### src/scope_pkg.sv
// Shared widths, register map and reset defaults of the capture engine.
// The buffer depth is fixed here. Both RAMs hold 2**RSZ samples.
package scope_pkg;

   localparam int SMP_W = 14;                  // ADC sample width
   localparam int ACC_W = 32;                  // window sum width
   localparam int RSZ   = 10;                  // log2 of buffer depth
   localparam int DEC_W = 17;
   localparam int SHF_W = 5;
   localparam int DLY_W = 32;
   localparam int RD_LAT = 4;                  // strobe to ack, buffer reads

   typedef logic signed [SMP_W-1:0] sample_t;
   typedef logic signed [ACC_W-1:0] acc_t;
   typedef logic        [RSZ-1:0]   ptr_t;

   // ------------------------------------------------------------------
   // register offsets, address bits 19:0
   localparam logic [19:0] REG_ARM      = 20'h00;
   localparam logic [19:0] REG_TRIG_SRC = 20'h04;
   localparam logic [19:0] REG_THR_A    = 20'h08;
   localparam logic [19:0] REG_THR_B    = 20'h0C;
   localparam logic [19:0] REG_POST_DLY = 20'h10;
   localparam logic [19:0] REG_DEC      = 20'h14;
   localparam logic [19:0] REG_WP_CUR   = 20'h18;
   localparam logic [19:0] REG_WP_TRIG  = 20'h1C;
   localparam logic [19:0] REG_HYST_A   = 20'h20;
   localparam logic [19:0] REG_HYST_B   = 20'h24;
   localparam logic [19:0] REG_AVG_EN   = 20'h28;
   localparam logic [19:0] REG_DEC_SHF  = 20'h98;
   localparam logic [3:0]  BUF_A_REGION = 4'h1;  // address bits 19:16
   localparam logic [3:0]  BUF_B_REGION = 4'h2;

   typedef enum logic [3:0] {
      SRC_NONE  = 4'd0,
      SRC_SW    = 4'd1,
      SRC_A_POS = 4'd2,
      SRC_A_NEG = 4'd3,
      SRC_B_POS = 4'd4,
      SRC_B_NEG = 4'd5
   } trig_src_t;

   // ------------------------------------------------------------------
   // reset defaults
   localparam sample_t           RST_THR_A    = 14'sd5000;
   localparam sample_t           RST_THR_B    = -14'sd5000;
   localparam sample_t           RST_HYST     = 14'sd20;
   localparam logic [DEC_W-1:0]  RST_DEC      = 17'd1;
   localparam logic              RST_AVG_EN   = 1'b1;
   localparam logic [SHF_W-1:0]  RST_DEC_SHF  = 5'd0;
   localparam logic [DLY_W-1:0]  RST_POST_DLY = 32'd0;

endpackage

### src/post_dly_cnt.sv
// Post-trigger sample countdown.
// Counts written samples, not clock cycles.
`timescale 1ns/100ps
module post_dly_cnt import scope_pkg::*; (
   input  logic             adc_clk_i,
   input  logic             adc_rstn_i,
   input  logic [DLY_W-1:0] post_dly_i,
   input  logic             run_i,
   input  logic             we_i,
   output logic             zero_o
);

   logic [DLY_W-1:0] cnt;

   assign zero_o = (cnt == '0);

   always_ff @(posedge adc_clk_i) begin
      if (!adc_rstn_i)
         cnt <= '0;
      else if (!run_i)
         cnt <= post_dly_i;              // reload while not delaying
      else if (we_i)
         cnt <= cnt - DLY_W'(1);
   end

   // writes stop at zero in the FSM
   a_no_wrap: assert property (@(posedge adc_clk_i) disable iff (!adc_rstn_i)
      (run_i && we_i) |-> !zero_o);

endmodule

### config.mk
export PLATFORM = sky130hd
export DESIGN_NAME = post_dly_cnt
export DESIGN_NICKNAME = d
export VERILOG_FILES = /design/src/scope_pkg.sv /design/src/post_dly_cnt.sv
export SDC_FILE = /design/constraint.sdc
export NUM_CORES = 1
export LEC_CHECK = 0
export BUFFER_PORTS_ARGS = -buffer_cell sky130_fd_sc_hd__buf_2
export CORE_AREA = 2 2 73 75
export DETAILED_ROUTE_END_ITERATION = 8
export DIE_AREA = 0 0 75 77
export GPL_TIMING_DRIVEN = 0
export PLACE_DENSITY = 0.58
export SYNTH_ARGS = -nofsm -noshare
export SYNTH_HDL_FRONTEND = slang
export SYNTH_SLANG_ARGS = --single-unit
### constraint.sdc
create_clock -name adc_clk_i -period 5.5 [get_ports adc_clk_i]
set_input_delay 1.1 -clock adc_clk_i [delete_from_list [all_inputs] [get_ports adc_clk_i]]
set_output_delay 1.1 -clock adc_clk_i [all_outputs]
set_load 0.02 [all_outputs]
==> key figures <==
STA
  – Max Slew Vio Count: 0
  – RSZ-0062 raised after global routing: false
  – Setup tns final: 0 ps
  – Max_slew headroom: 0.2845
  – Final setup viols: 0
  – Worst slew pin tran: around 1100 ps
  – Hold Vio Cnt, Final: 0
  – Period utilization: 0.7270
  – Crit path time final: approximately 4000 ps
  – Final Skew: around 8.5 ps
  – Fmax: ~0.25 GHz

CTS
  – H-Tree Level Count: 2
  – Post-cts resize count: 0
  – Reg clk slew, reported paths: around 80 ps
  – Clock Tree Root: clkbuf_8
  – CTS sink count: 32
  – Clock latency on the worst-skew pair: approximately 300 ps
  – TritonCTS buffer count: 5
  – Post-CTS Setup Bufs: 0
  – CTS Hold Bufs: 0
  – Clk buf depth: 2
  – TritonCTS clock tree: yes

Logic synthesis
  – Synth Cell Area: between 1500 and 2000 um2
  – Syn avg cell area: between 7 and 8 um2
  – Post-synthesis sequential area ratio: 0.3278
  – EDFF count, synth: 0
  – Post-synth ARST share: 0
  – Cell variety after synth: 41
  – Primary FF master, synth: dfxtp_1
  – Syn nets: ~290
  – Yosys reg bits: 32
  – Synth area leader: dfxtp_1
  – Synth area leaders: dfxtp_1 33%, o21ai_0 6.1%, nor4_1 4.5%
  – Synth warn: 0
  – Cell count after synthesis: between 200 and 300
  – Post-synth top area share: 0.3278

Die
  – Core Box Area: 4977 um2
  – Die area: 5775 um2
  – Die X: ~75 um
  – Chip Height: 77 um
  – Cell row count: 26
  – Starting density of the core: 0.3927
  – Top Ports: 37

Flow run
  – Max-cap violations: 0

Pwr
  – Leak: between 0.8 and 0.9 nW
  – Comb pwr share: 0.205
  – Worst vdd ir: between 0.1 and 0.15 mV
  – Cell Pwr Density: 273.4 nW/um2
  – Power Total: roughly 0.63 mW
  – Clk pwr share: 0.368
  – Seq pwr share: 0.427
  – Switch Pwr: 0.1981 mW
  – Switching share of power: 0.3131
  – Internal power: between 0.4 and 0.5 mW

Hold path
  – Hold_sp: cnt[17]
  – Hold Path Class: reg2reg
  – Hold Crit Depth: 2
  – Worst Hold Path EP: cnt[17]

Layout
  – Top flop regs: cnt: 32 flops
  – Max reg flops: 32
  – Largest Register: cnt
  – Area occupied by registers: around 640 um2
  – Fin nets: around 330
  – Area occupied by multi-input gates: around 1200 um2
  – Number of diodes: 0
  – Commonest cells after routing, fill and taps aside: 34 x buf_2, 32 x dfxtp_1, 24 x o21ai_0
  – Most common cell after layout, fill and taps aside: buf_2
  – Area delta synth->final: 18.44%
  – Layout cell share with drive strength beyond 1: 0.1433
  – Fillers: roughly 530

Setup path
  – R2R setup slack: a little under 3000 ps
  – Worst setup SP type: flop
  – Path depth of the worst reg2reg path: 5
  – Arrival time at the worst endpoint: ~2900 ps
  – Critical path type: reg2out
  – CP required: about 4400 ps
  – Worst path bufs/invs: 2
  – Worst r2r src: cnt[15]
  – Crit path capture type: output port
  – CP max FO: 10
  – CP max-delay cell: nor4_1
  – CP top delay family: simple AND/OR/NAND/NOR gates
  – Critical-path cell list: nor4_1 > nand2_1 > clkbuf_1 > nor2_1 > and4b_1 > buf_2
  – R2r endpoint: cnt[25]
  – CP peak stage delay: 810 ps

Global route
  – Largest net degree at the start of global routing: 11
  – Global route total overflow: 0
  – Number of global-route vias before repair: 1901
  – Total GRT Usage: 0.2126
  – Initial antenna violation count: 0
  – First-pass GRT wire length: between 9000 and 10000 um

Drt
  – Pre-antenna DRT Iters: 4
  – Vias: 2117
  – Wire per inst: 15.98 um
  – 1st-iter DRT viols: between 100 and 150
  – DR DRC count: 0
  – ANT nets after route: 0
  – Routed wire length: 5801 um
  – Vias per inst: 5.832

Place
  – Final Wtd Congestion: about 0.80
  – HPWL after DPL: 4030 um
  – Input/output buffers: 33

Status
  – Run status: complete, no violations
[final cells by class]
| cell class | count | area share |
|---|---|---|
| buffer | 19 | 0.03135 |
| timing repair buffer | 33 | 0.07135 |
| multi-input combinational | 191 | 0.5200 |
| inverter | 10 | 0.01622 |
| sequential | 32 | 0.2768 |
| tap | 70 | 0.03784 |
| clock inverter | 2 | 0.01514 |
| clock buffer | 6 | 0.03135 |
[power by group through the flow]
stage	Clock, mW	Combinational, mW	Sequential (mW)
floorplan	0	0.0895	0.270
global placement	0	0.127	0.274
detailed placement	0	0.128	0.274
CTS	0.232	0.129	0.270
global route	0.246	0.144	0.273
finish	0.233	0.130	0.270
[synthesized netlist by cell type (2+ instances only)]
library cell	count
nand2_1	10
or4_1	10
o311a_1	2
a311oi_1	5
o31ai_1	8
o41a_1	2
xnor2_1	6
nor4_1	14
nand3_1	8
nor2_1	21
o21ai_0	24
dfxtp_1	32
inv_1	9
o311ai_0	3
and4_1	2
nor3b_1	4
xor2_1	3
nand4b_1	5
a211oi_1	7
or3_1	6
a31oi_1	11
clkbuf_1	17
and2_1	6
a21oi_1	6
nand4_1	7
nor3_1	9
[per-stage QoR]
stage / hold WS, ps / util / instances / setup slack, ps / area, um2
detailed placement: 500.0 / 0.4434 / 355 / 1918 / 2207
floorplan: 462.3 / - / 252 / 2333 / 1954
global route: 543.2 / 0.4651 / 363 / 1459 / 2315
global placement: 488.3 / 0.4434 / 355 / 1911 / 2207
finish: 517.3 / 0.4651 / 363 / 1501 / 2315
CTS: 515.0 / 0.4651 / 363 / 1600 / 2315
[tightest hold or removal path, stage by stage, from the launching register on]
cell and delay, ps:
dfxtp_1 330, o41ai_1 70, a31oi_1 70
[routing by layer]
layer / part of all wire / track usage / vias to the layer above
li1: - / - / 1057
met5: 0 / 0 / -
met3: 0.050 / 0.05125 / 14
met2: 0.44 / 0.3079 / 69
met1: 0.48 / 0.3084 / 977
met4: 0.025 / 0.06250 / 0
[worst max path at each step]
| stage | startpoint | endpoint | cells past startpoint |
|---|---|---|---|
| after global placement | cnt[15] | zero_o | 6 |
| after detailed placement | cnt[15] | zero_o | 6 |
| after global routing | cnt[15] | zero_o | 6 |
| after floorplan | cnt[10] | zero_o | 6 |
| final | cnt[15] | zero_o | 6 |
| after CTS | cnt[15] | zero_o | 6 |
[logic make-up after synthesis]
kind of cell | synth area share
XOR/XNOR | 0.04034
AO/OA/AOI/OAI | 0.2446
multiplexers | 0.005122
flip-flops | 0.3278
AND/OR/NAND/NOR | 0.3195
adder cells (fa/ha/maj) | 0.006401
buffers and inverters | 0.05633
Note: power is estimated with default switching activity, not from simulation.
