File: config.mk
export PLATFORM = sky130hd
export DESIGN_NAME = dec_avg
export DESIGN_NICKNAME = d
export VERILOG_FILES = /design/src/scope_pkg.sv /design/src/dec_avg.sv
export SDC_FILE = /design/constraint.sdc
export NUM_CORES = 1
export LEC_CHECK = 0
export ABC_AREA = 1
export ABC_CLOCK_PERIOD_IN_PS = 3030
export BUFFER_PORTS_ARGS = -buffer_cell sky130_fd_sc_hd__buf_2
export CAP_MARGIN = 20
export CORE_UTILIZATION = 27
export CTS_CLUSTER_DIAMETER = 150
export DETAILED_ROUTE_END_ITERATION = 8
export PLACE_DENSITY_LB_ADDON = 0.05
export SLEW_MARGIN = 20
export SYNTH_ARGS = -nofsm -noshare
export SYNTH_HDL_FRONTEND = slang
export SYNTH_SLANG_ARGS = --single-unit
File: constraint.sdc
create_clock -name adc_clk_i -period 3.03 [get_ports adc_clk_i]
set_clock_uncertainty 0.2 [all_clocks]
set_input_delay 0.4545 -clock adc_clk_i [delete_from_list [all_inputs] [get_ports adc_clk_i]]
set_output_delay 0.4545 -clock adc_clk_i [all_outputs]
set_load 0.01 [all_outputs]
File: src/scope_pkg.sv
// Shared widths, register map and reset defaults of the capture engine.
// The buffer depth is fixed here. Both RAMs hold 2**RSZ samples.
package scope_pkg;

   localparam int SMP_W = 14;                  // ADC sample width
   localparam int ACC_W = 32;                  // window sum width
   localparam int RSZ   = 10;                  // log2 of buffer depth
   localparam int DEC_W = 17;
   localparam int SHF_W = 5;
   localparam int DLY_W = 32;
   localparam int RD_LAT = 4;                  // strobe to ack, buffer reads

   typedef logic signed [SMP_W-1:0] sample_t;
   typedef logic signed [ACC_W-1:0] acc_t;
   typedef logic        [RSZ-1:0]   ptr_t;

   // ------------------------------------------------------------------
   // register offsets, address bits 19:0
   localparam logic [19:0] REG_ARM      = 20'h00;
   localparam logic [19:0] REG_TRIG_SRC = 20'h04;
   localparam logic [19:0] REG_THR_A    = 20'h08;
   localparam logic [19:0] REG_THR_B    = 20'h0C;
   localparam logic [19:0] REG_POST_DLY = 20'h10;
   localparam logic [19:0] REG_DEC      = 20'h14;
   localparam logic [19:0] REG_WP_CUR   = 20'h18;
   localparam logic [19:0] REG_WP_TRIG  = 20'h1C;
   localparam logic [19:0] REG_HYST_A   = 20'h20;
   localparam logic [19:0] REG_HYST_B   = 20'h24;
   localparam logic [19:0] REG_AVG_EN   = 20'h28;
   localparam logic [19:0] REG_DEC_SHF  = 20'h98;
   localparam logic [3:0]  BUF_A_REGION = 4'h1;  // address bits 19:16
   localparam logic [3:0]  BUF_B_REGION = 4'h2;

   typedef enum logic [3:0] {
      SRC_NONE  = 4'd0,
      SRC_SW    = 4'd1,
      SRC_A_POS = 4'd2,
      SRC_A_NEG = 4'd3,
      SRC_B_POS = 4'd4,
      SRC_B_NEG = 4'd5
   } trig_src_t;

   // ------------------------------------------------------------------
   // reset defaults
   localparam sample_t           RST_THR_A    = 14'sd5000;
   localparam sample_t           RST_THR_B    = -14'sd5000;
   localparam sample_t           RST_HYST     = 14'sd20;
   localparam logic [DEC_W-1:0]  RST_DEC      = 17'd1;
   localparam logic              RST_AVG_EN   = 1'b1;
   localparam logic [SHF_W-1:0]  RST_DEC_SHF  = 5'd0;
   localparam logic [DLY_W-1:0]  RST_POST_DLY = 32'd0;

endpackage

File: src/dec_avg.sv
// Decimation and averaging of both channels.
// The average is the window sum shifted right, so shift = log2(dec)
// gives the mean. With dec = 1 a sample comes out every cycle.
`timescale 1ns/100ps
module dec_avg import scope_pkg::*; (
   input  logic             adc_clk_i,
   input  logic             adc_rstn_i,
   input  sample_t          adc_a_i,
   input  sample_t          adc_b_i,
   input  logic [DEC_W-1:0] dec_i,
   input  logic [SHF_W-1:0] dec_shf_i,
   input  logic             avg_en_i,
   input  logic             arm_i,
   output logic             dv_o,
   output sample_t          dat_a_o,
   output sample_t          dat_b_o
);

   logic [DEC_W-1:0] cnt;
   acc_t             sum_a;
   acc_t             sum_b;
   acc_t             avg_a;
   acc_t             avg_b;

   assign avg_a = sum_a >>> dec_shf_i;
   assign avg_b = sum_b >>> dec_shf_i;

   always_ff @(posedge adc_clk_i) begin
      if (!adc_rstn_i) begin
         cnt   <= '0;
         sum_a <= '0;
         sum_b <= '0;
         dv_o  <= 1'b0;
      end else begin
         if ((cnt >= dec_i) || arm_i) begin   // window end or restart
            cnt   <= DEC_W'(1);
            sum_a <= acc_t'(adc_a_i);
            sum_b <= acc_t'(adc_b_i);
         end else begin
            cnt   <= cnt + DEC_W'(1);
            sum_a <= sum_a + acc_t'(adc_a_i);
            sum_b <= sum_b + acc_t'(adc_b_i);
         end
         dv_o <= (cnt >= dec_i);
      end
   end

   // output samples, old sum is the finished window
   always_ff @(posedge adc_clk_i) begin
      dat_a_o <= avg_en_i ? avg_a[SMP_W-1:0] : adc_a_i;
      dat_b_o <= avg_en_i ? avg_b[SMP_W-1:0] : adc_b_i;
   end

endmodule

==> impl_metrics.ini <==
[outcome]
run_status = complete, no violations

[power]
power_density_mw_per_mm2 = 418
peak_supply_drop_mv = 0.271
cellLeakagePower_nw = 7.36

[routing]
drtPass1Iterations = 5
vias_per_cell = 4.61
drt-wirelength-per-cell_um = 16.0
antenna_violating_nets_post_route = 0
route.detailed.drc = 0
drt-initial-drc-count = 732
route.vias.total = 12800
totalWireLength_um = 44600

[worst_setup_path]
critPathMaxFanout = 19
reg2regPathDepth = 8
crit_path_cell_trace = ha_1 -> nand2_1 -> nor4_1 -> nand2_1 -> nand3_2 -> buf_4 -> nand3_2 -> o21ai_0
timing.critical_path.arrival_ns = 2.71
critical_path.max_stage_delay_ns = 0.44
capturing_element_type_of_the_critical_path = flip-flop
critical_path.reg2reg.startpoint = cnt[16]
worstSetupPathType = reg2reg
critPathSlowestCell = nor4_1
startpoint_type_of_the_worst_setup_path = flip-flop
worst-endpoint-required_ns = 3.13
crit_path_start = cnt[16]

[floorplanning]
dieArea_mm2 = 0.0444
number_of_top_level_design_ports = 83
die_w_um = 211
floorplan.rows = 76
starting_density_of_the_core_pct = 27.4
placeableCoreArea_mm2 = 0.0430
die_height_um = 211

[clocking]
htree_levels = 3
cts-root-to-sink-buffers = 2
cts-hold-fix-buffers = 0
cts.root.buffer_cell = clkbuf_16
clk_pin_slew_ns = 0.08
cts_buffers = 9
clock_insertion_delay_worst_skew_ns = 0.38
cts_tree = built
resized_gates_after_cts = 0
cts.sinks = 110
post_cts_buffers = 0

[synthesis]
synth_enable_flop_cells = 0
synth_fp_nets = 2289
synth_cell_type_count = 41
synth_top_area_share_pct = 29.6
yosysWarnings = 0
synthesis.instances = 2153
asyncSetResetFlopFracSynth_pct = 0
synth.largest_area_cell = nand2_1
synth_sequential_area_ratio_pct = 18.7
yosys_most_used_dff = dfxtp_1
synthesis.area_per_instance_um2 = 5.46
yosys_register_bits = 110
yosys-top-cells-area = nand2_1, dfxtp_1, nand3_1
netlist_area_mm2 = 0.0118

[layout]
n_fill_cell = 5050
multi_input_comb_area_mm2 = 0.00806
area_growth_pct = 11.2
layout-drive-gt1-share_pct = 6.32
num-nets-final = 2330
post-route-cell-area_mm2 = 0.0131
layoutNonFillerInstCount = 2784
final-seq-area_mm2 = 0.00220
postLayoutCoreUtil_pct = 30.4
insertedDiodeCount = 0

[timing]
achievable-frequency_mhz = 383
post-route-period-util_pct = 86.2
post-route-min-period_ns = 2.61
fin_ws_ns = 0.418
rsz0062_at_grt = false
finalSetupViolCount = 0
totalNegativeSetupSlack_ns = 0
final_max_slew_viol_count = 0
tightest_slew_ns = 0.683
max-slew-margin-rel_pct = 54.5
hold_viol_final = 0

[placed_design]
gpl_wtd_cong = 0.871
dp_slack_ns = 0.0960
io_buffers = 82
dp.cells = 2768
postPlaceCellArea_mm2 = 0.0128
dpl.hpwl_um = 36200

[global_route]
grt_first_pass_wirelength_um = 70000
track_usage_pct = 20.4
grt_pass1_vias = 12200
grt-ovfl-total = 0
antenna_found_initial = 1
grt_start_max_net_pins = 105

[min_path]
worst_min_path_start = adc_b_i[0]
min-delay-path-class = in2reg
hold-path-cell-count = 3

[job]
cap_violations = 0
==> sequential cells by signal, summed over array words and instances (netlist names) <==
name	count
dv_o	1
sum_b	32
dat_a_o	14
cnt	17
dat_b_o	14
sum_a	32
==> report_power, final <==
group	switching [mW]	internal, mW	total, mW
sequential	0.153	1.59	1.75
combinational	1.59	0.807	2.39
clock	0.667	0.663	1.33
==> final timing paths <==
kind	to	slack [ns]
hold / removal	dat_b_o[0]	0.11
setup / recovery	sum_a[14]	0.42
hold reg to reg	cnt[13]	0.32
setup reg to reg	sum_a[14]	0.42
==> worst max-delay path, delay by kind of cell (launching register included) <==
kind	cells	cell delay [ns]
AO/OA/AOI/OAI	1	0.21
adder cells (fa/ha/maj)	1	0.30
buffers and inverters	1	0.29
flip-flops	1	0.34
AND/OR/NAND/NOR	5	1.17
==> through the flow <==
step           hold slack [ns]  power (mW)
5_1_grt                  0.123        5.94
3_3_place_gp             0.299        4.19
6_report                 0.110        5.47
4_1_cts                 0.0930        5.55
2_1_floorplan            0.269        3.41
3_5_place_dp             0.313        4.18
==> Yosys cell counts (8+ instances only) <==
master,n
a21oi_1,87
buf_1,9
buf_2,27
clkbuf_1,28
dfxtp_1,110
ha_1,80
inv_1,287
nand2_1,928
nand3_1,278
nand3b_1,24
nor2_1,99
nor3_1,18
o211ai_1,25
o21ai_0,40
o21ai_1,13
or2_0,8
xnor2_1,13
xor2_1,23
==> layout make-up <==
class / instances / share of cell area, %
clock inverter: 7 / 0.689
multi-input combinational: 1672 / 61.7
clock buffer: 9 / 1.72
inverter: 294 / 8.44
timing repair buffer: 107 / 5.05
sequential: 110 / 16.8
tap: 585 / 5.60
==> logic make-up after synthesis <==
family	Yosys count	share of synthesized area, %
simple gates	1379	48.8
buf+inv	371	12.7
compound gates	175	8.25
flops	110	18.7
fa+ha+maj	82	8.85
xor+xnor	36	2.68
==> cells in the final DEF (no fill, tap or decap), drive strengths merged <==
cell and instances:
nand3b 24, xor2 23, or2 11, ha 80
inv 294, and2 6, fa 2, clkinv 6
nor4 2, a21o 2, xnor2 13, nand3 281
and3 1, o21ai 53, buf 107, a21oi 88
nand4 6, a21boi 2, o211ai 26, clkbuf 9
nor2 101, bufinv 1, o21bai 3, nor3 18
dfxtp 110, nand2 929, o21a 1
==> per-layer routing <==
layer	GRT usage [%]	wire length, um	vias to the layer above
met5	0	13	-
met4	4.02	680	2
met3	2.96	1540	36
met2	31.7	19000	207
met1	29.7	23500	5748
li1	-	-	6851
Note: power is estimated with default switching activity, not from simulation.
