### src/scope_pkg.sv
// Shared widths, register map and reset defaults of the capture engine.
// The buffer depth is fixed here. Both RAMs hold 2**RSZ samples.
package scope_pkg;

   localparam int SMP_W = 14;                  // ADC sample width
   localparam int ACC_W = 32;                  // window sum width
   localparam int RSZ   = 10;                  // log2 of buffer depth
   localparam int DEC_W = 17;
   localparam int SHF_W = 5;
   localparam int DLY_W = 32;
   localparam int RD_LAT = 4;                  // strobe to ack, buffer reads

   typedef logic signed [SMP_W-1:0] sample_t;
   typedef logic signed [ACC_W-1:0] acc_t;
   typedef logic        [RSZ-1:0]   ptr_t;

   // ------------------------------------------------------------------
   // register offsets, address bits 19:0
   localparam logic [19:0] REG_ARM      = 20'h00;
   localparam logic [19:0] REG_TRIG_SRC = 20'h04;
   localparam logic [19:0] REG_THR_A    = 20'h08;
   localparam logic [19:0] REG_THR_B    = 20'h0C;
   localparam logic [19:0] REG_POST_DLY = 20'h10;
   localparam logic [19:0] REG_DEC      = 20'h14;
   localparam logic [19:0] REG_WP_CUR   = 20'h18;
   localparam logic [19:0] REG_WP_TRIG  = 20'h1C;
   localparam logic [19:0] REG_HYST_A   = 20'h20;
   localparam logic [19:0] REG_HYST_B   = 20'h24;
   localparam logic [19:0] REG_AVG_EN   = 20'h28;
   localparam logic [19:0] REG_DEC_SHF  = 20'h98;
   localparam logic [3:0]  BUF_A_REGION = 4'h1;  // address bits 19:16
   localparam logic [3:0]  BUF_B_REGION = 4'h2;

   typedef enum logic [3:0] {
      SRC_NONE  = 4'd0,
      SRC_SW    = 4'd1,
      SRC_A_POS = 4'd2,
      SRC_A_NEG = 4'd3,
      SRC_B_POS = 4'd4,
      SRC_B_NEG = 4'd5
   } trig_src_t;

   // ------------------------------------------------------------------
   // reset defaults
   localparam sample_t           RST_THR_A    = 14'sd5000;
   localparam sample_t           RST_THR_B    = -14'sd5000;
   localparam sample_t           RST_HYST     = 14'sd20;
   localparam logic [DEC_W-1:0]  RST_DEC      = 17'd1;
   localparam logic              RST_AVG_EN   = 1'b1;
   localparam logic [SHF_W-1:0]  RST_DEC_SHF  = 5'd0;
   localparam logic [DLY_W-1:0]  RST_POST_DLY = 32'd0;

endpackage

### src/acq_fsm.sv
// Acquisition control: idle, armed, post-trigger delay.
// The trigger cycle sample lands at the trigger pointer and the delay
// count of samples follows it. No sample is written once the count is zero.
`timescale 1ns/100ps
module acq_fsm import scope_pkg::*; (
   input  logic      adc_clk_i,
   input  logic      adc_rstn_i,
   input  logic      arm_i,
   input  logic      rst_i,
   input  logic      sw_trig_i,
   input  trig_src_t src_i,
   input  logic      a_pos_i,
   input  logic      a_neg_i,
   input  logic      b_pos_i,
   input  logic      b_neg_i,
   input  logic      dv_i,
   input  logic      dly_zero_i,
   output logic      we_o,
   output logic      trig_o,
   output logic      run_dly_o,
   output logic      done_o,
   output logic      writing_o
);

   typedef enum logic [1:0] {IDLE, ARMED, DELAY} state_t;

   state_t state;
   logic   sel_trig;

   always_comb begin
      case (src_i)
         SRC_SW:    sel_trig = sw_trig_i;
         SRC_A_POS: sel_trig = a_pos_i;
         SRC_A_NEG: sel_trig = a_neg_i;
         SRC_B_POS: sel_trig = b_pos_i;
         SRC_B_NEG: sel_trig = b_neg_i;
         default:   sel_trig = 1'b0;
      endcase
   end

   assign writing_o = (state != IDLE);
   assign run_dly_o = (state == DELAY);
   assign we_o      = writing_o && dv_i && !(run_dly_o && dly_zero_i);

   always_ff @(posedge adc_clk_i) begin
      if (!adc_rstn_i) begin
         state  <= IDLE;
         trig_o <= 1'b0;
         done_o <= 1'b0;
      end else begin
         trig_o <= sel_trig && (state == ARMED);
         done_o <= 1'b0;
         if (rst_i) begin
            state <= IDLE;
         end else if (arm_i) begin
            state <= ARMED;
         end else begin
            case (state)
               ARMED: if (trig_o) begin
                  if (dly_zero_i) begin  // no delay, end at once
                     state  <= IDLE;
                     done_o <= 1'b1;
                  end else begin
                     state <= DELAY;
                  end
               end
               DELAY: if (dly_zero_i) begin
                  state  <= IDLE;
                  done_o <= 1'b1;
               end
               default: ;
            endcase
         end
      end
   end

endmodule

### config.mk
export PLATFORM = sky130hd
export DESIGN_NAME = acq_fsm
export DESIGN_NICKNAME = d
export VERILOG_FILES = /design/src/scope_pkg.sv /design/src/acq_fsm.sv
export SDC_FILE = /design/constraint.sdc
export NUM_CORES = 1
export LEC_CHECK = 0
export BUFFER_PORTS_ARGS = -buffer_cell sky130_fd_sc_hd__buf_4
export CAP_MARGIN = 20
export CORE_AREA = 2 2 39 41
export DETAILED_ROUTE_END_ITERATION = 8
export DIE_AREA = 0 0 41 43
export PLACE_DENSITY = 0.53
export SKIP_LAST_GASP = 1
export SLEW_MARGIN = 20
export SYNTH_ARGS = -nofsm -noshare
export SYNTH_HDL_FRONTEND = slang
export SYNTH_SLANG_ARGS = --single-unit
### constraint.sdc
create_clock -name adc_clk_i -period 1.46 [get_ports adc_clk_i]
set_input_delay 0.292 -clock adc_clk_i [delete_from_list [all_inputs] [get_ports adc_clk_i]]
set_output_delay 0.292 -clock adc_clk_i [all_outputs]
set_load 0.005 [all_outputs]
==> run metrics <==
Cell Int Power 0.2432 mW; crit-path cells inv_2 -> ha_2 -> inv_1 -> and3_4 -> buf_6; min Tclk post-route 1.410 ns; Slew HR 84.91%; fin crit share 96.55%; Detailed Place HPWL 535.6 um; combinational share of power 20.6%; hold path depth 2; # clock sinks 4; share of cells above drive strength 1 53.33%; CP peak stage delay 0.37 ns; largest net degree at the start of global routing 7; Sequential cell area 85.08 sq um; Worst Path Max Fanout 4; Clock Latency Late Sink 0.23 ns; Die H about 43 um; vias in the first global route 303; Reg-to-Reg End state[0]; critical path's slowest cell dfxtp_4; worst min path class input port to flop; Worst Tran Pin Value 0.2233 ns; GRT met2 Usage 15.63%; count leader, synth nand2_1; num ports 20; Synth cell types 19; root buffer cell clkbuf_4; Longest Clk Path Bufs 2; ys flop type dfxtp_1; Starting Density 20.43%; Max-Cap Viols 0; RD Place Congestion approximately 0.67; post-route ant nets 0; WHS Endpoint state[0]; CTS Hold Bufs 0; FF-to-FF path depth 5; DP Worst Slack about 0.14 ns; syn avg cell area 8.079 sq um; Switching Fraction 20.95%; DRT Pass-1 Iters 4; leakage power 0.2328 nW; cell taking the most area after synthesis dfxtp_1; flop2flop setup slack 0.22 ns; GR Layer Usage met1 9.295%; die area 0.001763 sq mm; final-report hold violation count 0; clock slew at reported path FFs 0.04 ns; Die W 41 um; fin. max-slew vios 0; Core Area 0.001384 sq mm; CP Buf/Inv Count 3; Layout Nets 80; Seq/Total Area, Yosys between 20 and 30%; area share of the largest cell type after synthesis between 20 and 30%; asr flop ratio synth 0%; Worst VDD drop 0.2210 mV; initial antenna violation count 0; switching power about 0.064 mW; Gate Count Post-Synth 35; Critical Path Source Type flop; sequential power share a little over a third; ranking of synthesized cells by area dfxtp_1 28%, ha_1 13%, nand2_1 6.6%; CTS Buf Count 3; syn nets 53; row cnt 14; total number of vias 346; Iteration-0 DRC Markers 6; status complete, no violations; P per Cell Area 592.4 mW/mm^2; Fillers between 150 and 200; worst setup margin about 0.05 ns; Worst Min Path Start rst_i; CP endpoint kind output pin; CTS tree done; final WL 704 um; Clock Power Share 43.2%; Area growth syn-to-layout 83.63%; port bufs 19; wire per inst 9.263 um; Max Clk Rate between 0.7 and 0.8 GHz; number of enable flip-flop cells after synthesis 0; CP top delay family flip-flops; Most Crowded Layer GR met2; Final Power 0.3076 mW; routed vias/inst 4.553; first-pass GRT wire length 1.152 mm; synthesis warning total 0; total track usage 10.33%; synthesized flop and latch total 4; worst reg2reg startpoint state[0]; Synth Cell Area 282.8 sq um; Crit Path Class flop to output pin; critical path arrival 1.12 ns; Commonest cells post-synth 5 x nand2_1, 4 x dfxtp_1; total gr overflow 0; final setup fails 0; worst clock skew ~0.0042 ns; Antenna Cells 0; Global Route met3 Usage 4.712%; drt drc 0; Multi-input gate area 211.5 sq um; Worst EP required 1.17 ns; # H-tree levels 1
[cell type report]
class,instances,share of cell area [%]
well taps,16,3.855
repair buffers,22,32.53
inverters,3,2.169
multi-input cells,28,40.72
clock buffers,3,4.337
flip-flops and latches,4,16.39
[power groups by stage]
stage	clock [mW]	sequential [mW]	combinational, mW
floorplan	0	0.114	0.0197
global placement	0	0.114	0.0596
detailed placement	0	0.114	0.0592
CTS	0.143	0.113	0.0603
global route	0.156	0.112	0.0719
finish	0.133	0.111	0.0634
[worst reg2reg max path, stage by stage, from the launching register on]
cell	delay, ns
dfxtp_2	0.33
buf_4	0.10
ha_1	0.23
and2b_1	0.18
nor3_1	0.05
nor4b_1	0.25
[flip-flops by register name, summed over array words and instances, names as in the netlist]
signal and flops:
trig_o 1, done_o 1, state 2
[worst max-delay path by stage]
| stage | from | endpoint | slack (ns) | cells past startpoint |
|---|---|---|---|---|
| after floorplan | state[0] | state[0] | 0.27 | 5 |
| after global placement | state[1] | we_o | 0.15 | 4 |
| after detailed placement | state[0] | we_o | 0.14 | 5 |
| after CTS | state[0] | we_o | 0.005 | 5 |
| after global routing | state[1] | we_o | -0.01 | 5 |
| final | state[1] | we_o | 0.05 | 5 |
[timing repair]
item / 4_1_cts / 5_1_grt
pin swaps: 0 / 2
endpoints found under the setup margin: 1 / 1
setup buffers: 0 / 3
resized for setup: 4 / 6
[metrics by stage]
stage / hold WS, ns / setup TNS, ns / util (%) / area (sq um) / instances
2_1_floorplan: 0.3687 / 0 / - / 282.8 / 35
3_3_place_gp: 0.4664 / 0 / 32.19 / 445.4 / 70
3_5_place_dp: 0.4693 / 0 / 32.19 / 445.4 / 70
4_1_cts: 0.2175 / 0 / 34.81 / 481.7 / 73
5_1_grt: 0.2165 / -0.01262 / 37.52 / 519.2 / 76
6_report: 0.2231 / 0 / 37.52 / 519.2 / 76
[layout by cell type (no fill, tap or decap)]
master | synthesis | final
nor4b_1 | 1 | 1
or3b_1 | 1 | 1
buf_4 | 0 | 21
dfxtp_4 | 0 | 1
dfxtp_1 | 4 | 2
o22ai_1 | 1 | 1
ha_4 | 0 | 1
mux2i_1 | 1 | 1
o21ai_0 | 2 | 2
a21oi_1 | 3 | 3
nor3_1 | 3 | 3
buf_6 | 0 | 1
nor2b_1 | 1 | 1
and2b_1 | 1 | 1
inv_1 | 3 | 1
nand2_1 | 5 | 5
mux2_1 | 1 | 1
and3_4 | 0 | 1
nor4bb_1 | 1 | 1
and3b_1 | 1 | 1
a211oi_1 | 1 | 1
ha_2 | 0 | 1
dfxtp_2 | 0 | 1
nor2_1 | 1 | 1
ha_1 | 3 | 1
inv_2 | 0 | 2
clkbuf_4 | 0 | 3
[kinds of logic (layout without fill, tap and decap cells)]
| kind of cell | count (synthesis) | after routing | share of synthesized area [%] |
|---|---|---|---|
| AND/OR/NAND/NOR | 16 | 16 | 33.19 |
| AO/OA/AOI/OAI | 7 | 7 | 13.72 |
| flip-flops | 4 | 4 | 28.32 |
| adder cells (fa/ha/maj) | 3 | 3 | 13.28 |
| buffers and inverters | 3 | 28 | 3.982 |
| multiplexers | 2 | 2 | 7.522 |
[per-layer routing]
layer	vias up	wire, um
met4	0	0
met5	-	0
li1	176	-
met2	16	400
met1	154	246
met3	0	58
Power figures use the tool's default switching activity.
