<file path="src/scope_pkg.sv">
// Shared widths, register map and reset defaults of the capture engine.
// The buffer depth is fixed here. Both RAMs hold 2**RSZ samples.
package scope_pkg;

   localparam int SMP_W = 14;                  // ADC sample width
   localparam int ACC_W = 32;                  // window sum width
   localparam int RSZ   = 10;                  // log2 of buffer depth
   localparam int DEC_W = 17;
   localparam int SHF_W = 5;
   localparam int DLY_W = 32;
   localparam int RD_LAT = 4;                  // strobe to ack, buffer reads

   typedef logic signed [SMP_W-1:0] sample_t;
   typedef logic signed [ACC_W-1:0] acc_t;
   typedef logic        [RSZ-1:0]   ptr_t;

   // ------------------------------------------------------------------
   // register offsets, address bits 19:0
   localparam logic [19:0] REG_ARM      = 20'h00;
   localparam logic [19:0] REG_TRIG_SRC = 20'h04;
   localparam logic [19:0] REG_THR_A    = 20'h08;
   localparam logic [19:0] REG_THR_B    = 20'h0C;
   localparam logic [19:0] REG_POST_DLY = 20'h10;
   localparam logic [19:0] REG_DEC      = 20'h14;
   localparam logic [19:0] REG_WP_CUR   = 20'h18;
   localparam logic [19:0] REG_WP_TRIG  = 20'h1C;
   localparam logic [19:0] REG_HYST_A   = 20'h20;
   localparam logic [19:0] REG_HYST_B   = 20'h24;
   localparam logic [19:0] REG_AVG_EN   = 20'h28;
   localparam logic [19:0] REG_DEC_SHF  = 20'h98;
   localparam logic [3:0]  BUF_A_REGION = 4'h1;  // address bits 19:16
   localparam logic [3:0]  BUF_B_REGION = 4'h2;

   typedef enum logic [3:0] {
      SRC_NONE  = 4'd0,
      SRC_SW    = 4'd1,
      SRC_A_POS = 4'd2,
      SRC_A_NEG = 4'd3,
      SRC_B_POS = 4'd4,
      SRC_B_NEG = 4'd5
   } trig_src_t;

   // ------------------------------------------------------------------
   // reset defaults
   localparam sample_t           RST_THR_A    = 14'sd5000;
   localparam sample_t           RST_THR_B    = -14'sd5000;
   localparam sample_t           RST_HYST     = 14'sd20;
   localparam logic [DEC_W-1:0]  RST_DEC      = 17'd1;
   localparam logic              RST_AVG_EN   = 1'b1;
   localparam logic [SHF_W-1:0]  RST_DEC_SHF  = 5'd0;
   localparam logic [DLY_W-1:0]  RST_POST_DLY = 32'd0;

endpackage

</file>
<file path="src/level_trig.sv">
// Schmitt level trigger for one channel.
// Pulses come two cycles after the crossing sample. Threshold changes
// reach the lower and upper hysteresis limits one cycle later.
`timescale 1ns/100ps
module level_trig import scope_pkg::*; (
   input  logic    adc_clk_i,
   input  logic    adc_rstn_i,
   input  logic    dv_i,
   input  sample_t dat_i,
   input  sample_t thr_i,
   input  sample_t hyst_i,
   output logic    pos_o,
   output logic    neg_o
);

   logic signed [SMP_W:0] thr_lo;      // one extra bit, no overflow
   logic signed [SMP_W:0] thr_hi;
   logic [1:0]            st_pos;      // [0] state, [1] delayed copy
   logic [1:0]            st_neg;

   always_ff @(posedge adc_clk_i) begin
      thr_lo <= thr_i - hyst_i;
      thr_hi <= thr_i + hyst_i;
   end

   always_ff @(posedge adc_clk_i) begin
      if (!adc_rstn_i) begin
         st_pos <= 2'b00;
         st_neg <= 2'b00;
         pos_o  <= 1'b0;
         neg_o  <= 1'b0;
      end else begin
         if (dv_i) begin
            if (dat_i >= thr_i)
               st_pos[0] <= 1'b1;
            else if (dat_i < thr_lo)
               st_pos[0] <= 1'b0;      // rearm below hysteresis
            if (dat_i <= thr_i)
               st_neg[0] <= 1'b1;
            else if (dat_i > thr_hi)
               st_neg[0] <= 1'b0;
         end
         st_pos[1] <= st_pos[0];
         st_neg[1] <= st_neg[0];
         pos_o     <= st_pos[0] && !st_pos[1];
         neg_o     <= st_neg[0] && !st_neg[1];
      end
   end

endmodule

</file>
<file path="config.mk">
export PLATFORM = sky130hd
export DESIGN_NAME = level_trig
export DESIGN_NICKNAME = d
export VERILOG_FILES = /design/src/scope_pkg.sv /design/src/level_trig.sv
export SDC_FILE = /design/constraint.sdc
export NUM_CORES = 1
export LEC_CHECK = 0
export BUFFER_PORTS_ARGS = -buffer_cell sky130_fd_sc_hd__buf_2
export CAP_MARGIN = 20
export CORE_MARGIN = 2
export CORE_UTILIZATION = 45
export CTS_CLUSTER_DIAMETER = 50
export CTS_CLUSTER_SIZE = 14
export DETAILED_ROUTE_END_ITERATION = 10
export PLACE_DENSITY = 0.75
export SETUP_SLACK_MARGIN = 0.3
export SLEW_MARGIN = 5
export SYNTH_ARGS = -nofsm -noshare
export SYNTH_HDL_FRONTEND = slang
export SYNTH_SLANG_ARGS = --single-unit
</file>
<file path="constraint.sdc">
create_clock -name adc_clk_i -period 2.1 [get_ports adc_clk_i]
set_clock_uncertainty 0.2 [all_clocks]
set_input_delay 0.315 -clock adc_clk_i [delete_from_list [all_inputs] [get_ports adc_clk_i]]
set_output_delay 0.315 -clock adc_clk_i [all_outputs]
set_load 0.02 [all_outputs]
</file>
==> results.sh <==
export IMPL_outcome="completed"
export IMPL_synthAdderAreaFrac_pct=28.49
export IMPL_grt_pass1_vias=3083
export IMPL_rr_endpoint="st_neg[0]"
export IMPL_tightest_slew_ns=0.5702
export IMPL_reg2reg_from="thr_hi[8]"
export IMPL_ys_warn_count=0
export IMPL_cts_made_buffers=5
export IMPL_powerDensity_nw_per_um2=553.5
export IMPL_cts_buffer_depth=2
export IMPL_syn_to_final_growth_pct=52.50
export IMPL_grt_ovfl_total=0
export IMPL_initial_core_util_pct=45.65
export IMPL_fmax_ghz=0.4947
export IMPL_slew_headroom_pct=61.00
export IMPL_synth_area_um2=3258
export IMPL_critPathRequiredTime_ns=2.09
export IMPL_num_antenna_cells=0
export IMPL_rsz0062_at_grt="true"
export IMPL_hold_class="in2reg"
export IMPL_die_h_um=89.09
export IMPL_drive_above_1_share_pct=43.74
export IMPL_dpl_hpwl_mm=6.692
export IMPL_postSynth_asyncResetShare_pct=0
export IMPL_grt_usage_pct=21.66
export IMPL_port_buffers=46
export IMPL_place_gp_congestion=0.8544
export IMPL_syn_area_per_cell_um2=8.397
export IMPL_synth_seq_area_share_pct=21.51
export IMPL_viasPerCell=5.402
export IMPL_dr_pass1_iters=5
export IMPL_power_leakage_nw=2.345
export IMPL_die_x_um=89.09
export IMPL_fin_util_pct=69.62
export IMPL_synth_nets=506
export IMPL_crit_start="thr_i[8]"
export IMPL_htreeDepth=2
export IMPL_grt_pass1_wl_mm=13.51
export IMPL_layout_cells_non_filler=602
export IMPL_worstSetupStartpointType="input pin"
export IMPL_finalWirelength_mm=9.782
export IMPL_endpoint_kind="flip-flop"
export IMPL_drc=0
export IMPL_synth_simple_area_share_pct=14.94
export IMPL_fillers=515
export IMPL_clock_latency_ns=0.29
export IMPL_synth_top_family_by_area="adder cells"
export IMPL_cts_sinks=35
export IMPL_fin_nets=620
export IMPL_crit_type="in2reg"
export IMPL_muxShareOfSynthArea_pct=0.3072
export IMPL_antenna_found_initial=0
export IMPL_synth_edf_count=0
export IMPL_clk_pin_slew_worst_paths_ns=0.07
export IMPL_ys_seq_elements=35
export IMPL_place_inst=580
export IMPL_cts_tree="done"
export IMPL_ant_nets=0
export IMPL_vias=3252
export IMPL_finalSetupViolCount=0
export IMPL_wl_per_cell_um=16.25
export IMPL_finalPower_mw=2.750
export IMPL_die_area_um2=7937
export IMPL_arrival_ns=2.01
export IMPL_r2r_setup_slack_ns=0.20
export IMPL_cp_max_fo=5
export IMPL_r2r_cells=8
export IMPL_synth_xor_area_share_pct=5.376
export IMPL_core_area_um2=7137
export IMPL_root_buffer="clkbuf_8"
export IMPL_io_pins=47
export IMPL_synth_cells=388
export IMPL_ys_types=61
export IMPL_fin_crit_sh_pct=96.25
export IMPL_finalHoldViolations=0
export IMPL_grt_max_degree=11
export IMPL_synth_compound_area_share_pct=19.32
export IMPL_whs_ns=0.08453
export IMPL_synth_flop_cell="dfxtp_1"
export IMPL_ir_drop_uv=274.9
export IMPL_rows=31
export IMPL_tns_ns=0
export IMPL_slew_violations=0
export IMPL_ctsHoldBuffers=0
export IMPL_drt_iter0_markers=120
export IMPL_maxCapViolations=0
export IMPL_crit_end="thr_hi[13]"
export IMPL_fin_crit_ns=2.021
-- metrics by stage --
stage          setup slack (ns)  area (um2)
2_1_floorplan           0.09191        3537
3_3_place_gp            -0.2029        4229
3_5_place_dp            -0.2288        4229
4_1_cts                  0.1238        4652
5_1_grt                 0.03660        4969
6_report                0.07870        4969
-- worst max-delay path, stage by stage --
cell and delay, ns:
buf_8 0.10, buf_6 0.11, ha_4 0.29, inv_4 0.05, a21oi_4 0.16, nor4b_4 0.30, o31ai_4 0.13, a2111o_1 0.45
o311ai_2 0.10
-- cells in the final DEF, fill, tap and decap left out, types with 3 or more instances in the layout --
cell type  synthesis  routed
buf_4              1      66
inv_1             74      56
ha_1              71      44
dfxtp_1           35      33
buf_2              4      26
ha_4               0      25
nor2_1            24      23
nand2_1           19      19
buf_6              1      18
a21oi_1           21      16
xnor2_1           18      16
o21ai_0           13      10
inv_2              1       9
nand2b_1          10       8
nand4_1            7       7
clkbuf_8           0       7
a21oi_2            2       6
inv_4              0       5
nor3_1             5       5
o31ai_4            0       5
a21o_1             5       5
nand3_1            5       4
a211oi_2           0       4
buf_8              0       4
inv_12             0       3
nor2b_4            1       3
o21ai_1            2       3
a211oi_1           7       3
a31oi_1            3       3
-- what timing repair did --
action,CTS,global route
hold endpoints to repair,0,0
pin swaps,37,35
gates cloned,0,0
resized for setup,66,46
setup endpoints to repair,14,15
buffers inserted,8,6
-- state kept, by name, summed over array words and instances, names as in the netlist --
signal,count
thr_lo,15
thr_hi,14
st_neg,2
st_pos,2
neg_o,1
pos_o,1
-- routing by layer --
layer	share of wire, %	up-vias	GRT usage, %
met1	42	1527	26.45
li1	-	1573	-
met4	3.6	0	7.870
met3	3.9	42	3.693
met5	0	-	0
met2	51	110	38.11
-- synth_stat cells, types with 2 or more instances --
cell type	instances	area, um2
a31oi_1	3	18.77
or3_1	3	18.77
nor2_1	24	90.09
a221oi_2	2	30.03
nand4_1	7	43.79
o22a_4	2	35.03
nor3_1	5	25.02
xor2_1	2	17.52
nand2_1	19	71.32
dfxtp_1	35	700.7
o31ai_2	3	37.54
a21o_1	5	37.54
o21ai_1	2	10.01
and2_1	2	12.51
nand3_1	5	25.02
nand2b_1	10	62.56
nor2b_1	3	18.77
a21oi_2	2	17.52
xnor2_1	18	157.7
o21ai_0	13	65.06
inv_1	74	277.8
a2111oi_0	3	26.28
o31ai_1	3	22.52
a21oi_1	21	105.1
o2111ai_1	2	17.52
o211ai_1	2	15.01
ha_1	71	888.4
a211oi_1	7	52.55
fa_1	2	40.04
o22ai_1	2	12.51
and3_1	3	18.77
buf_2	4	20.02
-- layout make-up --
type	count	area (um2)	area share, %
flip-flops and latches	35	703.2	14.15
repair buffers	114	888.4	17.88
inverters	76	345.3	6.950
multi-input cells	270	2808	56.51
well taps	99	123.9	2.493
clock buffers	8	100.1	2.015
-- how the worst min path moves through the flow --
| stage | from | end | slack (ns) | depth (start not counted) |
|---|---|---|---|---|
| floorplan | st_pos[1] | pos_o | 0.17 | 1 |
| global placement | st_neg[1] | neg_o | 0.17 | 1 |
| detailed placement | st_neg[1] | neg_o | 0.18 | 1 |
| CTS | adc_rstn_i | st_neg[1] | 0.09 | 3 |
| global route | hyst_i[0] | thr_lo[0] | 0.12 | 3 |
| finish | adc_rstn_i | st_neg[1] | 0.08 | 3 |
-- power by group --
| part | internal, mW | switching [mW] | leakage [nW] |
|---|---|---|---|
| logic | 0.679 | 0.705 | 2.00 |
| clock network | 0.299 | 0.237 | 0.0515 |
| registers | 0.794 | 0.0369 | 0.294 |
-- logic make-up after synthesis --
group,after synthesis
AO/OA/AOI/OAI,84
XOR/XNOR,20
adder cells (fa/ha/maj),73
buffers and inverters,83
flip-flops,35
multiplexers,1
AND/OR/NAND/NOR,92
(Power assumes the default switching activity.)
