File: src/scope_pkg.sv
// Shared widths, register map and reset defaults of the capture engine.
// The buffer depth is fixed here. Both RAMs hold 2**RSZ samples.
package scope_pkg;

   localparam int SMP_W = 14;                  // ADC sample width
   localparam int ACC_W = 32;                  // window sum width
   localparam int RSZ   = 10;                  // log2 of buffer depth
   localparam int DEC_W = 17;
   localparam int SHF_W = 5;
   localparam int DLY_W = 32;
   localparam int RD_LAT = 4;                  // strobe to ack, buffer reads

   typedef logic signed [SMP_W-1:0] sample_t;
   typedef logic signed [ACC_W-1:0] acc_t;
   typedef logic        [RSZ-1:0]   ptr_t;

   // ------------------------------------------------------------------
   // register offsets, address bits 19:0
   localparam logic [19:0] REG_ARM      = 20'h00;
   localparam logic [19:0] REG_TRIG_SRC = 20'h04;
   localparam logic [19:0] REG_THR_A    = 20'h08;
   localparam logic [19:0] REG_THR_B    = 20'h0C;
   localparam logic [19:0] REG_POST_DLY = 20'h10;
   localparam logic [19:0] REG_DEC      = 20'h14;
   localparam logic [19:0] REG_WP_CUR   = 20'h18;
   localparam logic [19:0] REG_WP_TRIG  = 20'h1C;
   localparam logic [19:0] REG_HYST_A   = 20'h20;
   localparam logic [19:0] REG_HYST_B   = 20'h24;
   localparam logic [19:0] REG_AVG_EN   = 20'h28;
   localparam logic [19:0] REG_DEC_SHF  = 20'h98;
   localparam logic [3:0]  BUF_A_REGION = 4'h1;  // address bits 19:16
   localparam logic [3:0]  BUF_B_REGION = 4'h2;

   typedef enum logic [3:0] {
      SRC_NONE  = 4'd0,
      SRC_SW    = 4'd1,
      SRC_A_POS = 4'd2,
      SRC_A_NEG = 4'd3,
      SRC_B_POS = 4'd4,
      SRC_B_NEG = 4'd5
   } trig_src_t;

   // ------------------------------------------------------------------
   // reset defaults
   localparam sample_t           RST_THR_A    = 14'sd5000;
   localparam sample_t           RST_THR_B    = -14'sd5000;
   localparam sample_t           RST_HYST     = 14'sd20;
   localparam logic [DEC_W-1:0]  RST_DEC      = 17'd1;
   localparam logic              RST_AVG_EN   = 1'b1;
   localparam logic [SHF_W-1:0]  RST_DEC_SHF  = 5'd0;
   localparam logic [DLY_W-1:0]  RST_POST_DLY = 32'd0;

endpackage

File: src/scope_regs.sv
// Register bank on the plain strobe bus. No back-pressure.
// Register reads ack one cycle after the strobe, buffer reads RD_LAT cycles.
// Only one read may be in flight, the buffer select is latched at the strobe.
`timescale 1ns/100ps
module scope_regs import scope_pkg::*; (
   input  logic             adc_clk_i,
   input  logic             adc_rstn_i,
   input  logic [31:0]      sys_addr_i,
   input  logic [31:0]      sys_wdata_i,
   input  logic             sys_wen_i,
   input  logic             sys_ren_i,
   input  logic             writing_i,
   input  logic             delaying_i,
   input  ptr_t             wp_cur_i,
   input  ptr_t             wp_trig_i,
   input  sample_t          rd_a_i,
   input  sample_t          rd_b_i,
   input  logic             done_i,
   output logic [31:0]      sys_rdata_o,
   output logic             sys_ack_o,
   output logic             arm_o,
   output logic             rst_o,
   output logic             sw_trig_o,
   output trig_src_t        src_o,
   output sample_t          thr_a_o,
   output sample_t          thr_b_o,
   output sample_t          hyst_a_o,
   output sample_t          hyst_b_o,
   output logic [DEC_W-1:0] dec_o,
   output logic [SHF_W-1:0] dec_shf_o,
   output logic             avg_en_o,
   output logic [DLY_W-1:0] post_dly_o,
   output ptr_t             rd_addr_o
);

   logic [19:0]       addr;
   logic              buf_rd;          // strobe hits a buffer region
   logic [RD_LAT-2:0] rd_sr;           // last stage is sys_ack_o itself
   logic              rd_sel_b;
   logic [31:0]       reg_rdata;

   assign addr      = sys_addr_i[19:0];
   assign buf_rd    = (addr[19:16] == BUF_A_REGION) || (addr[19:16] == BUF_B_REGION);
   assign rd_addr_o = sys_addr_i[RSZ+1:2];

   // ------------------------------------------------------------------
   // settings and command pulses
   always_ff @(posedge adc_clk_i) begin
      if (!adc_rstn_i) begin
         arm_o      <= 1'b0;
         rst_o      <= 1'b0;
         sw_trig_o  <= 1'b0;
         src_o      <= SRC_NONE;
         thr_a_o    <= RST_THR_A;
         thr_b_o    <= RST_THR_B;
         hyst_a_o   <= RST_HYST;
         hyst_b_o   <= RST_HYST;
         dec_o      <= RST_DEC;
         dec_shf_o  <= RST_DEC_SHF;
         avg_en_o   <= RST_AVG_EN;
         post_dly_o <= RST_POST_DLY;
      end else begin
         arm_o     <= sys_wen_i && (addr == REG_ARM) && sys_wdata_i[0];
         rst_o     <= sys_wen_i && (addr == REG_ARM) && sys_wdata_i[1];
         sw_trig_o <= sys_wen_i && (addr == REG_TRIG_SRC) && (sys_wdata_i[3:0] == SRC_SW);

         if (sys_wen_i && (addr == REG_TRIG_SRC))
            src_o <= trig_src_t'(sys_wdata_i[3:0]);
         else if (done_i || rst_o)            // capture over, source disarms
            src_o <= SRC_NONE;

         if (sys_wen_i) begin
            case (addr)
               REG_THR_A:    thr_a_o    <= sys_wdata_i[SMP_W-1:0];
               REG_THR_B:    thr_b_o    <= sys_wdata_i[SMP_W-1:0];
               REG_HYST_A:   hyst_a_o   <= sys_wdata_i[SMP_W-1:0];
               REG_HYST_B:   hyst_b_o   <= sys_wdata_i[SMP_W-1:0];
               REG_DEC:      dec_o      <= sys_wdata_i[DEC_W-1:0];
               REG_DEC_SHF:  dec_shf_o  <= sys_wdata_i[SHF_W-1:0];
               REG_AVG_EN:   avg_en_o   <= sys_wdata_i[0];
               REG_POST_DLY: post_dly_o <= sys_wdata_i[DLY_W-1:0];
               default: ;
            endcase
         end
      end
   end

   // ------------------------------------------------------------------
   // read mux, values zero extended
   always_comb begin
      reg_rdata = '0;
      case (addr)
         REG_ARM:      reg_rdata[1:0]       = {delaying_i, writing_i};
         REG_TRIG_SRC: reg_rdata[3:0]       = src_o;
         REG_THR_A:    reg_rdata[SMP_W-1:0] = thr_a_o;
         REG_THR_B:    reg_rdata[SMP_W-1:0] = thr_b_o;
         REG_HYST_A:   reg_rdata[SMP_W-1:0] = hyst_a_o;
         REG_HYST_B:   reg_rdata[SMP_W-1:0] = hyst_b_o;
         REG_DEC:      reg_rdata[DEC_W-1:0] = dec_o;
         REG_DEC_SHF:  reg_rdata[SHF_W-1:0] = dec_shf_o;
         REG_AVG_EN:   reg_rdata[0]         = avg_en_o;
         REG_POST_DLY: reg_rdata            = post_dly_o;
         REG_WP_CUR:   reg_rdata[RSZ-1:0]   = wp_cur_i;
         REG_WP_TRIG:  reg_rdata[RSZ-1:0]   = wp_trig_i;
         default: ;
      endcase
   end

   always_ff @(posedge adc_clk_i) begin
      if (!adc_rstn_i) begin
         rd_sr     <= '0;
         sys_ack_o <= 1'b0;
      end else begin
         rd_sr     <= {rd_sr[RD_LAT-3:0], sys_ren_i && buf_rd};
         sys_ack_o <= (sys_ren_i && !buf_rd) || rd_sr[RD_LAT-2];
      end
   end

   always_ff @(posedge adc_clk_i) begin
      if (sys_ren_i)
         rd_sel_b <= (addr[19:16] == BUF_B_REGION);
      if (rd_sr[RD_LAT-2])                     // RAM data arrives here
         sys_rdata_o <= rd_sel_b ? 32'(rd_b_i) : 32'(rd_a_i);
      else
         sys_rdata_o <= reg_rdata;
   end

   // a single strobe gets a single-cycle ack
   a_ack_once: assert property (@(posedge adc_clk_i) disable iff (!adc_rstn_i)
      sys_ack_o |=> !sys_ack_o);

endmodule

File: config.mk
export PLATFORM = sky130hd
export DESIGN_NAME = scope_regs
export DESIGN_NICKNAME = d
export VERILOG_FILES = /design/src/scope_pkg.sv /design/src/scope_regs.sv
export SDC_FILE = /design/constraint.sdc
export NUM_CORES = 1
export LEC_CHECK = 0
export ABC_AREA = 1
export BUFFER_PORTS_ARGS = -buffer_cell sky130_fd_sc_hd__buf_2
export CAP_MARGIN = 0
export CORE_MARGIN = 4
export CORE_UTILIZATION = 44
export DETAILED_ROUTE_END_ITERATION = 7
export GPL_TIMING_DRIVEN = 0
export MAX_ROUTING_LAYER = met4
export PLACE_DENSITY = 0.81
export SLEW_MARGIN = 40
export SYNTH_ARGS = -nofsm -noshare
export SYNTH_HDL_FRONTEND = slang
export SYNTH_SLANG_ARGS = --single-unit
File: constraint.sdc
create_clock -name adc_clk_i -period 1.9 [get_ports adc_clk_i]
set_clock_uncertainty 0.1 [all_clocks]
set_input_delay 0.38 -clock adc_clk_i [delete_from_list [all_inputs] [get_ports adc_clk_i]]
set_output_delay 0.38 -clock adc_clk_i [all_outputs]
set_load 0.01 [all_outputs]
==> impl_metrics.toml <==
[status]
run_status = "finished clean"

[floorplan]
initial_utilization_pct = 45.2
floorplan.rows = 45
die_area_sq_um = 17700
die_h_microns = 133
num_io_pins = 280
core_sq_um = 15300
die_width_microns = 133

[pwr]
power-per-cell-area_nw_per_um2 = 759
power.ir.vdd_worst_uv = 671
leakage_nw = 4.76
post-layout-total-power_mw = 6.98

[synthesis]
count_of_flip_flops_with_a_built_in_enable_after_synthesis = 1
yosys_register_bits = 155
yosys.cell_count.top_type = "sky130_fd_sc_hd__nor2_1"
yosys_most_used_dff = "sky130_fd_sc_hd__dfxtp_1"
mappedNetlistNets = 1065
yosys-mux-area-fraction_pct = 0
synth_seq_area_share_pct = 45.2
netlist_area_sq_um = 6890
synth-xor-area-share_pct = 0
synth.top_cells.by_count = "sky130_fd_sc_hd__nor2_1 (160), sky130_fd_sc_hd__nand2_1 (156), sky130_fd_sc_hd__dfxtp_1 (154)"
synth_largest_area_cell = "sky130_fd_sc_hd__dfxtp_1"
synth.top_cell.area_share_pct = 44.7
synth_cells = 946
synth_compound_gate_area_share_pct = 15.9
largest_cells_by_area_after_synthesis = "sky130_fd_sc_hd__dfxtp_1 (45%), sky130_fd_sc_hd__nor2_1 (8.7%), sky130_fd_sc_hd__nand2_1 (8.5%)"
synth_adder_area_share_pct = 0
synth_simple_gate_area_share_pct = 29.9
yosysWarnings = 0
dominant_combinational_cell_family_by_area_after_synthesis = "simple AND/OR/NAND/NOR gates"
yosys.cell_types.count = 31
synthArstFlopShare_pct = 0
syn_avg_cell_area_sq_um = 7.28

[flow_run]
cap_violations = 0

[min_path]
timing.hold.worst.start = "sys_wdata_i[29]"
cells_on_worst_hold_path = 3
whs_endpoint = "post_dly_o[29]$_SDFFE_PN0P_"
worstHoldPathType = "in2reg"

[final_layout]
n_antenna_cell = 0
seq_area_sq_um = 3110
final_nets = 1359
flow.area_growth_from_synthesis_pct = 33.5
multi_input_area_sq_um = 3230
fillerInstances = 1414
layout-drive-gt1-share_pct = 30.7
utilization_pct = 60.3

[detailed_routing]
postRouteAntennaNets = 0
num_vias = 8039
routed_wire_length_per_instance_microns = 19.1
drc = 0
drt-pass1-iter-count = 8
detailedRoute.firstIterationViolations = 900
post_drt_via_cell_ratio = 5.49
detail_route.wirelength_microns = 27900

[global_routing]
via_count_of_the_first_global_routing_pass = 7592
grt_first_pass_wirelength_microns = 41800
grt_util_all_layers_pct = 31.1
maximum_number_of_pins_on_one_net_before_global_route_repair = 17
grt_overflow = 0
antenna_found_initial = 0

[timing]
finalHoldWorstSlack_ns = 0.0657
setup_ws_ns = 0.0655
timing.final.crit_period_ns = 1.83
final_count_of_negative_setup_slack_endpoints = 0
max_freq_mhz = 545
final_cycle_utilization_of_the_critical_path_pct = 96.6
timing.max_slew.rel_slack_pct = 48.8
final-hold-violation-count = 0
slew_viol_final = 0
max_slew.worst_pin.slew_ns = 0.768
fin_setup_tns_ns = 0

[setup_path]
timing.critical_path.fanout_max = 10
reg2reg_to = "sys_rdata_o[25]$_DFF_P_"
crit_chain = "buf_2 > nor2_4 > nand2_1 > nor2_4 > nand2_4 > nor2_4 > inv_2 > nor2_8 > buf_2 > a21oi_1"
setup.worst_path.start_class = "input pin"
critical_path.endpoint_type = "flop"
worstRegToRegCells = 4
setup.worst_path.class = "in2reg"
critPathMostFrequentCell = "sky130_fd_sc_hd__nor2_4"
rrSetupSlack_ns = 0.09
cell_family_contributing_the_most_delay_on_the_critical_path = "simple AND/OR/NAND/NOR gates"
cp_slowest_stage_delay_ns = 0.34
critPathRequiredTime_ns = 2.11
worst_path_cell_with_the_longest_stage_delay = "sky130_fd_sc_hd__buf_2"
worst_r2r_startpoint = "rd_sel_b$_DFFE_PP_"
worst-endpoint-arrival_ns = 2.04
count_of_buffer_and_inverter_cells_on_the_critical_path = 3

[clock_network]
clk_pin_slew_ns = 0.06
root_buffer = "sky130_fd_sc_hd__clkbuf_16"
cts-htree-levels = 4
cts.sinks = 155
clk-insertion-delay-late_ns = 0.44
cts_tree = "yes"
tritoncts.num_buffers = 17
max-clock-path-buffers = 2

[place]
io_buffers = 266
worst_setup_slack_before_clock_tree_synthesis_ns = -0.482
gpl.final_weighted_congestion = 0.953
dp_hpwl_microns = 20700
final cells by class:
type	instances	share of cell area, %
clock buffers	20	4.86
plain buffers	61	3.86
flip-flops and latches	155	33.8
clock inverters	11	1.31
inverters	72	2.98
multi-input cells	658	35.1
repair buffers	275	15.2
well taps	211	2.87
worst max path at each step:
stage | cells after the start | to | start
after CTS | 4 | sys_rdata_o[25]$_DFF_P_ | rd_sel_b$_DFFE_PP_
after global placement | 13 | sys_rdata_o[10]$_DFF_P_ | sys_addr_i[7]
after global routing | 12 | hyst_b_o[7]$_SDFFE_PN0P_ | sys_addr_i[2]
after detailed placement | 11 | dec_o[13]$_SDFFE_PN0P_ | sys_addr_i[1]
after floorplan | 11 | post_dly_o[17]$_SDFFE_PN0P_ | sys_addr_i[19]
final | 10 | post_dly_o[9]$_SDFFE_PN0P_ | sys_addr_i[1]
tightest hold or removal path, delay by kind of cell:
family	cells	cell delay, ns
buffers and inverters	1	0.07
AND/OR/NAND/NOR	2	0.11
placed cells by master, fill, tap and decap left out, types with 3 or more instances in the layout:
cell type,count
sky130_fd_sc_hd__clkinvlp_4,4
sky130_fd_sc_hd__nor3_1,8
sky130_fd_sc_hd__buf_2,279
sky130_fd_sc_hd__a211oi_1,3
sky130_fd_sc_hd__o211ai_1,13
sky130_fd_sc_hd__nor2_2,5
sky130_fd_sc_hd__inv_2,9
sky130_fd_sc_hd__clkbuf_1,22
sky130_fd_sc_hd__buf_1,4
sky130_fd_sc_hd__a22o_1,3
sky130_fd_sc_hd__o21ai_0,78
sky130_fd_sc_hd__dfxtp_1,154
sky130_fd_sc_hd__nor2_4,11
sky130_fd_sc_hd__clkbuf_16,17
sky130_fd_sc_hd__o21ai_1,45
sky130_fd_sc_hd__a21oi_1,58
sky130_fd_sc_hd__buf_4,26
sky130_fd_sc_hd__nand3_1,36
sky130_fd_sc_hd__a21oi_2,4
sky130_fd_sc_hd__nand4_1,66
sky130_fd_sc_hd__inv_1,60
sky130_fd_sc_hd__buf_6,6
sky130_fd_sc_hd__clkinv_2,4
sky130_fd_sc_hd__nand2_4,6
sky130_fd_sc_hd__nor2_1,157
sky130_fd_sc_hd__nand2_1,154
per-layer routing:
metal / GRT usage (%) / part of all wire, % / vias up
li1: - / - / 3752
met1: 38.3 / 39 / 3646
met2: 48.6 / 45 / 526
met3: 6.31 / 10 / 115
met4: 16.1 / 5.3 / 0
met5: - / 0 / -
where the power goes:
part	switching [mW]	internal [mW]	total, mW	leakage, nW
Combinational	0.242	0.137	0.379	3.24
Clock	1.38	1.95	3.33	0.272
Sequential	0.00378	3.26	3.26	1.25
repair_timing:
item                                   in CTS  in global routing
pin swaps                                   1                  4
resized for setup                           1                 21
setup endpoints to repair                   5                102
endpoints found under the hold margin       0                  0
buffers inserted                            1                  8
hold buffers                                0                  0
state kept, by name, summed over array words and instances (netlist names), 3 cells and up:
register / cells
src_o: 4
post_dly_o: 32
thr_a_o: 14
hyst_a_o: 14
dec_shf_o: 5
rd_sr: 3
sys_rdata_o: 32
thr_b_o: 14
dec_o: 17
hyst_b_o: 14
per-stage QoR:
step | area [sq um] | instances
finish | 9200 | 1463
floorplan | 6890 | 946
CTS | 9070 | 1455
global route | 9200 | 1463
detailed placement | 8490 | 1423
global placement | 8490 | 1423
logic make-up after synthesis:
logic type / after synthesis
buffers and inverters: 133
and+or+nand+nor: 452
DFF: 155
AOI/OAI and AO/OA: 206
Note: power is estimated with default switching activity, not from simulation.
